==> config.mk <==
export PLATFORM = sky130hd
export DESIGN_NAME = rdp_read_datapath
export DESIGN_NICKNAME = d
export VERILOG_FILES = /design/src/design/rdp_pkg.sv /design/src/design/rdp_read_datapath.sv /design/src/design/rdp_rdata_result.sv /design/src/design/rdp_oct_control.sv /design/src/design/rdp_latency_fifo.sv /design/src/design/rdp_csr_decode.sv
export SDC_FILE = /design/constraint.sdc
export NUM_CORES = 1
export LEC_CHECK = 0
export ABC_AREA = 1
export ABC_CLOCK_PERIOD_IN_PS = 1800
export BUFFER_PORTS_ARGS = -buffer_cell sky130_fd_sc_hd__buf_2
export CAP_MARGIN = 20
export CORE_AREA = 4 4 105 107
export CTS_CLUSTER_DIAMETER = 40
export CTS_CLUSTER_SIZE = 12
export DETAILED_ROUTE_END_ITERATION = 10
export DIE_AREA = 0 0 109 111
export PLACE_DENSITY = 0.68
export SLEW_MARGIN = 20
export SYNTH_ARGS = -nofsm -noshare
export SYNTH_HDL_FRONTEND = slang
export SYNTH_SLANG_ARGS = --single-unit
==> constraint.sdc <==
create_clock -name pll_afi_clk -period 1.8 [get_ports pll_afi_clk]
set_clock_uncertainty 0.2 [all_clocks]
set_input_delay 0.27 -clock pll_afi_clk [delete_from_list [all_inputs] [get_ports pll_afi_clk]]
set_output_delay 0.27 -clock pll_afi_clk [all_outputs]
set_load 0.02 [all_outputs]
==> src/design/rdp_pkg.sv <==
package rdp_pkg;

	// **************************************************
	// Interface geometry
	// **************************************************

	// Two read DQS groups of eight DQ bits each
	localparam int DQS_GROUPS       = 2;
	localparam int DQ_GROUP_WIDTH   = 8;
	localparam int MEM_DQ_WIDTH     = DQS_GROUPS * DQ_GROUP_WIDTH;

	// Half-rate AFI, so two phases and four DQ time slots per AFI cycle
	localparam int AFI_RATE_RATIO   = 2;
	localparam int TIME_SLOTS       = 2 * AFI_RATE_RATIO;
	localparam int AFI_DATA_WIDTH   = MEM_DQ_WIDTH * TIME_SLOTS;

	// One group carries all four of its time slots back to back
	localparam int GROUP_DATA_WIDTH = DQ_GROUP_WIDTH * TIME_SLOTS;

	// **************************************************
	// Read latency and termination
	// **************************************************

	// Depth of the read-enable history and width of its select
	localparam int MAX_READ_LATENCY = 32;
	localparam int LAT_WIDTH        = $clog2(MAX_READ_LATENCY);

	// Termination window in AFI cycles, derived from the memory read latency
	localparam int MEM_T_RL         = 6;
	localparam int OCT_ON_DELAY     = (MEM_T_RL > 4) ? ((MEM_T_RL - 4) / 2) : 0;
	localparam int OCT_OFF_DELAY    = (MEM_T_RL + 6) / 2;

	// **************************************************
	// Register map
	// **************************************************
	localparam int APB_ADDR_WIDTH   = 8;
	localparam int APB_DATA_WIDTH   = 32;
	localparam logic [APB_ADDR_WIDTH-1:0] REG_LATENCY_ADDR = 8'h00;

	// Vector types that carry a meaning across module boundaries
	typedef logic [AFI_DATA_WIDTH-1:0]   afi_data_t;
	typedef logic [AFI_RATE_RATIO-1:0]   afi_phase_t;
	typedef logic [LAT_WIDTH-1:0]        read_latency_t;
	typedef logic [MAX_READ_LATENCY-1:0] lat_shift_t;
	typedef logic [OCT_OFF_DELAY-1:0]    oct_shift_t;
	typedef logic [APB_ADDR_WIDTH-1:0]   apb_addr_t;
	typedef logic [APB_DATA_WIDTH-1:0]   apb_data_t;

endpackage
==> src/design/rdp_read_datapath.sv <==
module rdp_read_datapath (
	input  logic                pll_afi_clk,
	input  logic                reset_n_afi_clk,

	// APB slave
	input  logic                psel_i,
	input  logic                penable_i,
	input  logic                pwrite_i,
	input  rdp_pkg::apb_addr_t  paddr_i,
	input  rdp_pkg::apb_data_t  pwdata_i,
	output rdp_pkg::apb_data_t  prdata_o,
	output logic                pready_o,
	output logic                pslverr_o,

	// AFI read side from the controller
	input  rdp_pkg::afi_phase_t afi_rdata_en_i,
	input  rdp_pkg::afi_phase_t afi_rdata_en_full_i,

	// Capture bus from the IO block FIFOs
	input  rdp_pkg::afi_data_t  ddio_phy_dq_i,

	// AFI read data and valid, plus the calibration copy
	output rdp_pkg::afi_data_t  afi_rdata_o,
	output rdp_pkg::afi_phase_t afi_rdata_valid_o,
	output rdp_pkg::afi_data_t  phy_mux_read_fifo_q_o,

	// Termination override to the IO block
	output logic                force_oct_off_o
);

	import rdp_pkg::*;

	// Latency setting from the register block
	read_latency_t read_latency;
	// Valid picked from the read-enable history
	logic          read_valid;

	// **************************************************
	// Decode
	// **************************************************
	rdp_csr_decode u_decode (
		.pll_afi_clk     (pll_afi_clk),
		.reset_n_afi_clk (reset_n_afi_clk),
		.psel_i          (psel_i),
		.penable_i       (penable_i),
		.pwrite_i        (pwrite_i),
		.paddr_i         (paddr_i),
		.pwdata_i        (pwdata_i),
		.prdata_o        (prdata_o),
		.pready_o        (pready_o),
		.pslverr_o       (pslverr_o),
		.read_latency_o  (read_latency)
	);

	// **************************************************
	// Execute
	// **************************************************
	rdp_latency_fifo u_latency (
		.pll_afi_clk     (pll_afi_clk),
		.reset_n_afi_clk (reset_n_afi_clk),
		.afi_rdata_en_i  (afi_rdata_en_i),
		.read_latency_i  (read_latency),
		.read_valid_o    (read_valid)
	);

	rdp_oct_control u_oct (
		.pll_afi_clk         (pll_afi_clk),
		.reset_n_afi_clk     (reset_n_afi_clk),
		.afi_rdata_en_full_i (afi_rdata_en_full_i),
		.force_oct_off_o     (force_oct_off_o)
	);

	// **************************************************
	// Result
	// **************************************************
	rdp_rdata_result u_result (
		.pll_afi_clk           (pll_afi_clk),
		.reset_n_afi_clk       (reset_n_afi_clk),
		.read_valid_i          (read_valid),
		.ddio_phy_dq_i         (ddio_phy_dq_i),
		.afi_rdata_valid_o     (afi_rdata_valid_o),
		.afi_rdata_o           (afi_rdata_o),
		.phy_mux_read_fifo_q_o (phy_mux_read_fifo_q_o)
	);

endmodule

==> src/design/rdp_rdata_result.sv <==
module rdp_rdata_result (
	input  logic                pll_afi_clk,
	input  logic                reset_n_afi_clk,
	input  logic                read_valid_i,
	input  rdp_pkg::afi_data_t  ddio_phy_dq_i,
	output rdp_pkg::afi_phase_t afi_rdata_valid_o,
	output rdp_pkg::afi_data_t  afi_rdata_o,
	output rdp_pkg::afi_data_t  phy_mux_read_fifo_q_o
);

	import rdp_pkg::*;

	// **************************************************
	// AFI read valid
	// **************************************************

	// With a single DQS chain the selected valid drives both phases.
	// This register is the last stage of the L+2 valid latency
	always_ff @(posedge pll_afi_clk or negedge reset_n_afi_clk)
	begin
		if (!reset_n_afi_clk)
		begin
			afi_rdata_valid_o <= '0;
		end
		else
		begin
			afi_rdata_valid_o <= {AFI_RATE_RATIO{read_valid_i}};
		end
	end

	// **************************************************
	// Read data reordering
	// **************************************************

	// The capture bus is ordered by group, then by slot:
	// G1_T3 .. G1_T0, G0_T3 .. G0_T0
	// The AFI bus is ordered by slot, then by group:
	// G1_T3, G0_T3 .. G1_T0, G0_T0
	always_comb
	begin
		afi_rdata_o = '0;
		for (int g = 0; g < DQS_GROUPS; g++)
		begin
			for (int t = 0; t < TIME_SLOTS; t++)
			begin
				afi_rdata_o[t*MEM_DQ_WIDTH + g*DQ_GROUP_WIDTH +: DQ_GROUP_WIDTH] =
					ddio_phy_dq_i[g*GROUP_DATA_WIDTH + t*DQ_GROUP_WIDTH +: DQ_GROUP_WIDTH];
			end
		end
	end

	// The sequencer wants group order back, so the AFI slots are
	// gathered per group again for calibration
	always_comb
	begin
		phy_mux_read_fifo_q_o = '0;
		for (int g = 0; g < DQS_GROUPS; g++)
		begin
			for (int t = 0; t < TIME_SLOTS; t++)
			begin
				phy_mux_read_fifo_q_o[g*GROUP_DATA_WIDTH + t*DQ_GROUP_WIDTH +: DQ_GROUP_WIDTH] =
					afi_rdata_o[t*MEM_DQ_WIDTH + g*DQ_GROUP_WIDTH +: DQ_GROUP_WIDTH];
			end
		end
	end

endmodule

==> src/design/rdp_oct_control.sv <==
module rdp_oct_control (
	input  logic                pll_afi_clk,
	input  logic                reset_n_afi_clk,
	input  rdp_pkg::afi_phase_t afi_rdata_en_full_i,
	output logic                force_oct_off_o
);

	import rdp_pkg::*;

	// **************************************************
	// Full read-enable history
	// **************************************************

	// Bit k holds the full enable sampled k+1 edges ago
	oct_shift_t rdata_en_r;

	// Current sample on bit 0 followed by the stored history
	logic [OCT_OFF_DELAY:0] rdata_en_window;

	// Phase 1 is ignored, as it is on the valid path
	assign rdata_en_window = {rdata_en_r, afi_rdata_en_full_i[0]};

	// Termination stays on while any read sits between the on and off delays.
	// Out of reset the output is low and rises once the window is empty
	always_ff @(posedge pll_afi_clk or negedge reset_n_afi_clk)
	begin
		if (!reset_n_afi_clk)
		begin
			rdata_en_r      <= '0;
			force_oct_off_o <= 1'b0;
		end
		else
		begin
			rdata_en_r      <= rdata_en_window[OCT_OFF_DELAY-1:0];
			force_oct_off_o <= ~(|rdata_en_window[OCT_OFF_DELAY:OCT_ON_DELAY]);
		end
	end

	// **************************************************
	// Checks
	// **************************************************

	// A read enters the window one edge after it is sampled, so the
	// output is low from the edge after that one
	a_oct_on_after_read: assert property (
		@(posedge pll_afi_clk) disable iff (!reset_n_afi_clk)
		afi_rdata_en_full_i[0] |=> ##1 !force_oct_off_o
	) else $error("force_oct_off high right after a read enable");

endmodule

==> src/design/rdp_latency_fifo.sv <==
module rdp_latency_fifo (
	input  logic                   pll_afi_clk,
	input  logic                   reset_n_afi_clk,
	input  rdp_pkg::afi_phase_t    afi_rdata_en_i,
	input  rdp_pkg::read_latency_t read_latency_i,
	output logic                   read_valid_o
);

	import rdp_pkg::*;

	// **************************************************
	// Read-enable history
	// **************************************************

	// Bit k holds the enable that was sampled k edges ago
	lat_shift_t latency_shifter;

	// History bit picked by the current latency setting
	logic sel_bit;

	// Only phase 0 carries the read request in the FIFO-in-IO mode
	// and phase 1 of the enable is not looked at
	always_ff @(posedge pll_afi_clk or negedge reset_n_afi_clk)
	begin
		if (!reset_n_afi_clk)
		begin
			latency_shifter <= '0;
		end
		else
		begin
			latency_shifter <= {latency_shifter[MAX_READ_LATENCY-2:0], afi_rdata_en_i[0]};
		end
	end

	// **************************************************
	// Latency selector
	// **************************************************

	// The 5-bit latency reaches every one of the 32 taps
	assign sel_bit = latency_shifter[read_latency_i];

	// Registered select output, one cycle after the tap holds the entry.
	// A new latency takes effect on the next sample of this register
	always_ff @(posedge pll_afi_clk or negedge reset_n_afi_clk)
	begin
		if (!reset_n_afi_clk)
		begin
			read_valid_o <= 1'b0;
		end
		else
		begin
			read_valid_o <= sel_bit;
		end
	end

	// **************************************************
	// Checks
	// **************************************************

	// With a fixed latency, an enable reaches the selector after L+1 edges
	// and shows on the selector output one edge later
	a_enable_to_valid: assert property (
		@(posedge pll_afi_clk) disable iff (!reset_n_afi_clk)
		(afi_rdata_en_i[0] && read_latency_i == '0) ##1 (read_latency_i == '0)
			|=> read_valid_o
	) else $error("read_valid missing at latency zero");

endmodule

==> src/design/rdp_csr_decode.sv <==
module rdp_csr_decode (
	input  logic                  pll_afi_clk,
	input  logic                  reset_n_afi_clk,
	input  logic                  psel_i,
	input  logic                  penable_i,
	input  logic                  pwrite_i,
	input  rdp_pkg::apb_addr_t    paddr_i,
	input  rdp_pkg::apb_data_t    pwdata_i,
	output rdp_pkg::apb_data_t    prdata_o,
	output logic                  pready_o,
	output logic                  pslverr_o,
	output rdp_pkg::read_latency_t read_latency_o
);

	import rdp_pkg::*;

	// **************************************************
	// Access decode
	// **************************************************

	// The access phase is the second cycle of a transfer
	logic access;
	// Only one register exists in the map
	logic addr_hit;
	logic wr_en;
	logic rd_en;

	// Latency register, reached by the sequencer over APB
	read_latency_t latency_q;

	assign access   = psel_i & penable_i;
	assign addr_hit = (paddr_i == REG_LATENCY_ADDR);
	assign wr_en    = access & pwrite_i & addr_hit;
	assign rd_en    = access & ~pwrite_i & addr_hit;

	// No wait states, every transfer completes in its first access cycle
	assign pready_o = 1'b1;

	// Any address outside the map is flagged in the access cycle
	assign pslverr_o = access & ~addr_hit;

	// **************************************************
	// Latency register
	// **************************************************

	// A write lands on the edge that closes the access cycle
	always_ff @(posedge pll_afi_clk or negedge reset_n_afi_clk)
	begin
		if (!reset_n_afi_clk)
		begin
			latency_q <= '0;
		end
		else if (wr_en)
		begin
			latency_q <= pwdata_i[LAT_WIDTH-1:0];
		end
	end

	assign read_latency_o = latency_q;

	// Read data, upper bits are always zero and bad addresses return zero
	always_comb
	begin
		prdata_o = '0;
		if (rd_en)
		begin
			prdata_o[LAT_WIDTH-1:0] = latency_q;
		end
	end

	// **************************************************
	// Protocol check
	// **************************************************

	// The master must never raise PENABLE outside a selected transfer
	a_penable_needs_psel: assert property (
		@(posedge pll_afi_clk) disable iff (!reset_n_afi_clk)
		penable_i |-> psel_i
	) else $error("APB penable high without psel");

	// A setup cycle is always followed by its access cycle
	a_setup_then_access: assert property (
		@(posedge pll_afi_clk) disable iff (!reset_n_afi_clk)
		(psel_i && !penable_i) |=> (psel_i && penable_i)
	) else $error("APB setup cycle not followed by access cycle");

endmodule

Word-level counts from Yosys, hierarchy flattened
Cells that the tools add are included.
{ "totals": {"regBits": 46, "inputBits": 113, "output_inout_bits": 165, "wordCells": 21} }
{ "classes": {"order_cmp": 1, "n_mux": 3, "bitwise": 9, "n_reduce_logical": 2} }
{ "ops": {"columns": ["operator", "n"], "rows": [
  ["logical NOT 8 bit", 1],
  ["bitwise AND 1 bit", 6],
  ["< comparator 5 x 6 -> 1 bit, second input constant", 1],
  ["OR reduction 6 bit", 1],
  ["binary-select mux 1 bit (select 5 bit)", 1],
  ["2-to-1 mux 5 bit", 1],
  ["inverter 1 bit", 3],
  ["2-to-1 mux 1 bit", 1]
]} }

Logic depth before layout (Yosys ltp)
Gate-level depths: netlist of the first run.
{ "logic_depth": {"depth_word": 4, "depth_mapped": 11, "depth_no_buf": 9} }

By module
From an unflattened synthesis of the first run, not the netlist that was laid out.
{ "hier_totals": {"hier_cells": 327, "hier_area_um2": 2911.5} }
{ "by_module_without_submodules": {"columns": ["module", "instances", "cells_each", "area_per_inst_um2", "seq_area_each_um2"], "rows": [
  ["rdp_latency_fifo", 1, 111, 1201.2, 825.8],
  ["rdp_rdata_result", 1, 130, 993.5, 25.0],
  ["rdp_csr_decode", 1, 74, 520.5, 125.1],
  ["rdp_oct_control", 1, 12, 196.4, 175.2]
]} }

Least setup slack after synthesis of the first run
No wires, ideal clock.
{ "synth_path": {"kind": "input -> output", "from": "in paddr_i[7]", "to": "out prdata_o[0]", "arrival_ns": 1.022, "required_time_ns": 1.330, "setup_slack_ns": 0.308, "cell_stages": 5, "n_path_buf": 0, "path_cell_list": "nor2_1 -> nand2_1 -> nor2_2 -> nand3b_1 -> nor2_1"} }
{ "synth_between": {"elab_chain_len": 3} }
{ "synth_lines": {"columns": ["element", "line", "rtl"], "rows": [
  ["start, declared", "rdp_read_datapath.sv:9", "input rdp_pkg::apb_addr_t paddr_i,"],
  ["logical NOT 8 bit", "rdp_csr_decode.sv:32", "assign addr_hit = (paddr_i == REG_LATENCY_ADDR);"],
  ["bitwise AND 1 bit", "rdp_csr_decode.sv:34", "assign rd_en = access & ~pwrite_i & addr_hit;"],
  ["2-to-1 mux 5 bit", "rdp_csr_decode.sv:65", "if (rd_en)"],
  ["end, declared", "rdp_read_datapath.sv:11", "output rdp_pkg::apb_data_t prdata_o,"]
]} }
No other way between the ends.

Worst setup path after layout of the first run
{ "layout_path": {"from": "reg u_decode.latency_q[1], in the netlist u_decode.read_latency_o[1]", "to": "out prdata_o[1]"} }
{ "layout_between": {"elab_chain_len": 1} }
{ "layout_lines": {"columns": ["element", "line", "rtl"], "rows": [
  ["start, declared", "rdp_csr_decode.sv:29", "read_latency_t latency_q;"],
  ["start signal, assigned", "rdp_csr_decode.sv:55", "latency_q <= pwdata_i[LAT_WIDTH-1:0];"],
  ["2-to-1 mux 5 bit", "rdp_csr_decode.sv:65", null]
]} }
No other way between the ends.

==> results of run 1 <==
-- stage by stage --
stage,instances,total power [mW]
global placement,347,1.29
finish,357,1.85
global route,357,1.95
CTS,357,1.88
floorplan,339,1.69
detailed placement,347,1.29
-- power by group --
part	internal, mW	switching [mW]	leakage, nW
registers	1.08	0.0293	0.524
clock network	0.261	0.314	0.0438
logic	0.0490	0.113	0.543
-- sequential cells by signal (all words and copies together) (netlist names) --
name,flops
u_oct.force_oct_off_o,1
u_result.afi_rdata_valid_o,1
u_latency.read_valid_o,1
u_decode.read_latency_o,5
u_latency.latency_shifter,32
u_oct.rdata_en_r,6
-- cells by family (layout without fill, tap and decap cells) --
family	Yosys count	in the layout	synth area share [%]
AO/OA/AOI/OAI	5	5	0.868
buffers and inverters	167	49	43.6
flip-flops	46	46	39.9
other	2	28	0.260
AND/OR/NAND/NOR	93	93	15.3
-- cell usage after synthesis, drive strengths merged --
library cell	number	share of area [%]
buf	161	43
nand2	48	7.1
dfrtp	46	40
nand3	25	5.2
nor2	17	2.3
inv	6	1.0
a21oi	5	0.87
conb	2	0.26
and2	1	0.22
nand3b	1	0.26
nor4	1	0.22
-- layer usage --
layer  global-route usage (%)  wire (µm)  vias up
li1                         -          -      595
met1                     7.37       1460      584
met2                     8.15       1550       73
met3                     3.15        498       51
met4                     5.89        331        0
met5                        0          0        -
-- timing repair --
item	4_1_cts	5_1_grt
hold endpoints to repair	36	0
hold buffers	3	0
setup buffers	0	0
-- final cells by class --
cell class | instances | area [µm²]
clock buffer | 5 | 68.8
clock inverter | 2 | 10.0
fill | 1114 | 7920
inverter | 6 | 30.0
multi-input combinational | 126 | 572
sequential | 46 | 1150
tap | 136 | 170
timing repair buffer | 36 | 220
-- worst max-delay path, cell delays in order, from the launching register on --
cell and delay, ps:
dfrtp_1 490, inv_2 170, nor2_1 120, buf_2 170
-- worst max path at each step --
stage,from,end,slack (ps),cells past startpoint
CTS,u_decode.read_latency_o[1]$_DFFE_PN0P_,prdata_o[1],70,3
floorplan,paddr_i[7],prdata_o[0],310,5
finish,u_decode.read_latency_o[1]$_DFFE_PN0P_,prdata_o[1],90,3
global route,u_decode.read_latency_o[1]$_DFFE_PN0P_,prdata_o[1],5,3
global placement,paddr_i[5],prdata_o[1],190,7
detailed placement,paddr_i[7],prdata_o[0],160,7
==> impl_metrics.yaml, run 1 <==
outcome:
  run_status: "completed"
floorplanning:
  core_mm2: 0.0101
  die_x_um: 109
  die-area_mm2: 0.0121
  io_pins: 278
  chipHeight_um: 111
  rows: 37
  initial_core_util_pct: 28.4
drt:
  wirelength_um: 3840
  first_iter_violations: 89
  first_pass_iters: 4
  via_count: 1303
  drtAntennaViolNets: 0
  vias_per_cell: 3.65
  avgRoutedWirePerCell_um: 10.8
  drc: 0
grt:
  grt_pass1_wl_um: 6160
  grt_pass1_vias: 1257
  grt_max_degree: 23
  globalRouteOverflowTotal: 0
  grt_use_total_pct: 6.32
  grt_antenna_before_repair: 0
layout:
  stdcell_area_mm2: 0.00222
  fin_util_pct: 21.9
  layout-drive-gt1-share_pct: 25.3
  layout_commonest_cell: "dfrtp_1"
  n_antenna_cell: 0
  nNetsFinal: 334
  syn2layout_area_growth_pct: -23.0
  final_cell_mix: "dfrtp_1 (46), nand2_1 (40), conb_1 (28), buf_2 (28), nand3_1 (20)"
hold_path:
  hold_class: "in -> reg"
  hold_depth: 3
  worstHoldStart: "pwdata_i[1]"
  whs_endpoint: "u_decode.read_latency_o[1]$_DFFE_PN0P_"
sta:
  fin_tns_setup_ps: 0
  fmax_mhz: 584
  setup_viol: 0
  timing.final.crit_share_pct: 95.1
  finalWorstSetupSlack_ps: 87.4
  drv_slew: 0
  finalHoldViolCount: 0
  rsz0062_at_grt: "no"
  final.min_clock_period_ps: 1710
  whs_ps: 28.5
logic_synthesis:
  ys_seq_area_share_pct: 39.9
  ys_types: 19
  avgSynthCellArea_um2: 9.21
  yosys_warnings: 0
  synthesis.area_mm2: 0.00288
  netlist_instances: 313
  synth_seq_cells: 46
job:
  cap_violations: 0
placement:
  port_buffers: 28
  place.gp.congestion: 0.747
  place_ws_ps: 158
  dp_hpwl_um: 2930
  place_area_mm2: 0.00211
clock_network:
  cts_buffers: 5
  clk_path_buf_depth: 2
  clockRootBuffer: "clkbuf_8"
  cts_resized: 0
  cts.sinks: 46
  htree_levels: 2
  cts_tree: "yes"
  clk_pin_slew_worst_paths_ps: 80
  clk_latency_ps: 290
worst_setup_path:
  path_class: "reg -> out"
  arrival_ps: 1240
  start_kind: "flip-flop"
  crit_fanout: 10
  r2r_slack_ps: 300
  reg2reg_to: "u_latency.read_valid_o$_DFF_PN0_"
  reg2regPathDepth: 9
  crit_required_ps: 1330
  reg2reg_from: "u_decode.read_latency_o[0]$_DFFE_PN0P_"
  crit_path_end_kind: "output pin"
power:
  power_density_mw_per_mm2: 831
  leakagePower_nw: 1.11
  ir_worst_vdd_mv: 0.344
No activity file was read; power rests on OpenSTA's default activity.
==> run 2, diff against run 1 <==
--- a/config.mk
+++ b/config.mk
@@ -19,3 +19,4 @@
 export SYNTH_ARGS = -nofsm -noshare
 export SYNTH_HDL_FRONTEND = slang
+export SYNTH_HIERARCHICAL = 1
 export SYNTH_SLANG_ARGS = --single-unit
--- a/constraint.sdc
+++ b/constraint.sdc
@@ -3,3 +3,3 @@
 set_input_delay 0.27 -clock pll_afi_clk [delete_from_list [all_inputs] [get_ports pll_afi_clk]]
 set_output_delay 0.27 -clock pll_afi_clk [all_outputs]
-set_load 0.02 [all_outputs]
+set_load 0.005 [all_outputs]
==> run 2 against run 1 <==
Non-clock buffer count fell by 1. Register-to-register slack got worse by 30 ps. Critical path depth did not move. Sequential share of layout area fell by 1.1 points. Via count rose by 5.4%. Total power rose by 5.5%. Setup slack improved by 51 ps. Critical path type unchanged. Largest cell class unchanged. Largest power group unchanged. Highest routed layer unchanged.
==> impl_metrics.yaml, run 2 <==
outcome:
  run_status: "completed"
floorplanning:
  core_mm2: 0.0101
  rows: 37
  initial_core_util_pct: 28.7
  die_x_um: 109
  io_pins: 278
  chipHeight_um: 111
  die-area_mm2: 0.0121
layout:
  largest_reg_flops: 32
  largest_register: "u_latency/latency_shifter"
  layout-drive-gt1-share_pct: 21.3
  n_antenna_cell: 0
  layout_commonest_cell: "nand2_1"
  nNetsFinal: 347
  final_cell_mix: "nand2_1 (53), dfrtp_1 (46), nand3_1 (29)"
  syn2layout_area_growth_pct: -22.0
  fill_cells: 1111
power:
  leakagePower_nw: 1.12
  power_density_mw_per_mm2: 858
  p_int_mw: 1.54
  p_sw_share_pct: 20.9
  power_switching_mw: 0.407
  comb_power_share_pct: 6.0
  power_frac_clock_pct: 37.2
  ir_worst_vdd_mv: 0.489
  p_seq_share_pct: 56.8
sta:
  drv_slew: 0
  fin_tns_setup_ps: 0
  fmax_mhz: 602
  setup_viol: 0
  final.min_clock_period_ps: 1660
  timing.final.crit_share_pct: 92.3
  rsz0062_at_grt: "no"
  finalHoldViolCount: 0
  finalWorstSetupSlack_ps: 138
drt:
  top_layer: "met4"
  wl_met3_um: 828
  drtAntennaViolNets: 0
  first_iter_violations: 87
  route.met2.wl_um: 1590
  vias_per_cell: 3.70
  drc: 0
  via_count: 1374
  first_pass_iters: 4
  routedLengthMet1_um: 1580
  avgRoutedWirePerCell_um: 11.4
  wirelength_um: 4230
clock_network:
  cts.sinks: 46
  clk_latency_ps: 290
  cts_setup_buffers: 0
  htree_levels: 2
  clk_pin_slew_worst_paths_ps: 80
  cts_tree: "yes"
  cts_resized: 0
  clk_path_buf_depth: 2
  clockRootBuffer: "clkbuf_8"
  cts_buffers: 5
logic_synthesis:
  ys_types: 17
  netlist_instances: 327
  yosysTopAreaCell: "buf_4"
  yosys_warnings: 6
  synth_common_cells: "buf_4 (157), nand2_1 (53), dfrtp_1 (46)"
  yosys-top-cells-area: "buf_4 (40%), dfrtp_1 (40%), nand2_1 (6.8%)"
  synth-edff-count: 0
  async_flop_share_pct: 100
  synth.most_common_cell: "buf_4"
  synth_seq_cells: 46
  avgSynthCellArea_um2: 8.90
  ys_seq_area_share_pct: 39.5
  netlist.area_leader.share_pct: 40.5
  synthesis.area_mm2: 0.00291
  synthFlopType: "dfrtp_1"
grt:
  grt_max_degree: 30
  grt_pass1_vias: 1375
  grt_antenna_before_repair: 0
  grt_use_total_pct: 6.86
  grt_pass1_wl_um: 6710
  globalRouteOverflowTotal: 0
worst_setup_path:
  slowest_delay_ps: 600
  crit_required_ps: 1330
  crit_path_end_kind: "output pin"
  slowest_stage: "dfrtp_1"
  start_kind: "flip-flop"
  arrival_ps: 1190
  path_class: "reg -> out"
  path_cells: "inv_1 -> nor2_1 -> buf_2"
  reg2regPathDepth: 8
  crit_fanout: 11
placement:
  place_ws_ps: 260
  port_buffers: 28
  place.gp.congestion: 0.775
  dp_hpwl_um: 3130
hold_path:
  hold_class: "in -> reg"
  hold_depth: 3
job:
  cap_violations: 0
## run 2: cell types whose count changed after synthesis, moves of 2 or more
cell and delta:
inv_1 +5, a21oi_1 -5, nor2_1 -2, nand2_1 +13
nand3_1 +9, nand3_2 -5
## run 2: cell type report
cell class | instances | area (µm²) | area share, %
timing repair buffer | 35 | 213 | 9.36
multi-input combinational | 135 | 586 | 25.8
clock buffer | 7 | 76.3 | 3.36
sequential | 46 | 1150 | 50.7
clock inverter | 1 | 30.0 | 1.32
tap | 136 | 170 | 7.49
inverter | 11 | 46.3 | 2.04
## run 2: path summary, 6_finish.rpt
| kind | start | endpoint | slack, ps |
|---|---|---|---|
| worst min-delay path | pwdata_i[2] | u_decode/read_latency_o[2]$_DFFE_PN0P_ | 10 |
| worst max-delay path | u_decode/read_latency_o[1]$_DFFE_PN0P_ | prdata_o[1] | 140 |
| max in group asynchronous | reset_n_afi_clk | u_oct/rdata_en_r[4]$_DFF_PN0_ | 690 |
| worst max register to register | u_decode/read_latency_o[1]$_DFFE_PN0P_ | u_latency/read_valid_o$_DFF_PN0_ | 270 |
| worst min register to register | u_latency/read_valid_o$_DFF_PN0_ | u_result/afi_rdata_valid_o[0]$_DFF_PN0_ | 150 |
| min in group asynchronous | reset_n_afi_clk | u_latency/latency_shifter[9]$_DFF_PN0_ | 240 |
## run 2: per-stage QoR
step / cells / total power [mW] / instance area (µm²) / util [%] / hold slack [ps]
floorplan: 353 / 1.45 / 3010 / - / -226
global placement: 360 / 1.24 / 2140 / 21.1 / 15.4
detailed placement: 360 / 1.24 / 2140 / 21.1 / 21.6
CTS: 371 / 1.98 / 2270 / 22.4 / 1.85
global route: 371 / 2.05 / 2270 / 22.4 / 15.3
finish: 371 / 1.95 / 2270 / 22.4 / 14.9
## run 2: repair_timing
action,CTS,global route
hold buffers,3,0
endpoints found under the setup margin,0,0
hold endpoints to repair,19,0
## run 2: cell families (layout without fill, tap and decap cells)
| family | count (synthesis) | in the layout | share of synthesized area [%] |
|---|---|---|---|
| buffers and inverters | 172 | 54 | 43.7 |
| and+or+nand+nor | 107 | 107 | 16.5 |
| other | 2 | 28 | 0.258 |
| DFF | 46 | 46 | 39.5 |
## run 2: worst max-delay path: cells and delay by family (launching register included)
kind | cells | cell delay [ps]
flops | 1 | 600
buf+inv | 2 | 200
simple gates | 1 | 110
## run 2: power groups by stage
stage                     clock network [mW]  logic (mW)  registers [mW]
after floorplan                            0       0.335            1.12
after global placement                     0       0.110            1.13
after detailed placement                   0       0.113            1.13
after CTS                              0.753       0.118            1.11
after global routing                   0.802       0.138            1.12
final                                  0.725       0.116            1.11
## run 2: metal layers
| metal | vias up | track usage [%] |
|---|---|---|
| met2 | 122 | 8.35 |
| met5 | - | 2.23 |
| met3 | 34 | 5.59 |
| met1 | 590 | 7.70 |
| li1 | 628 | - |
| met4 | 0 | 4.55 |
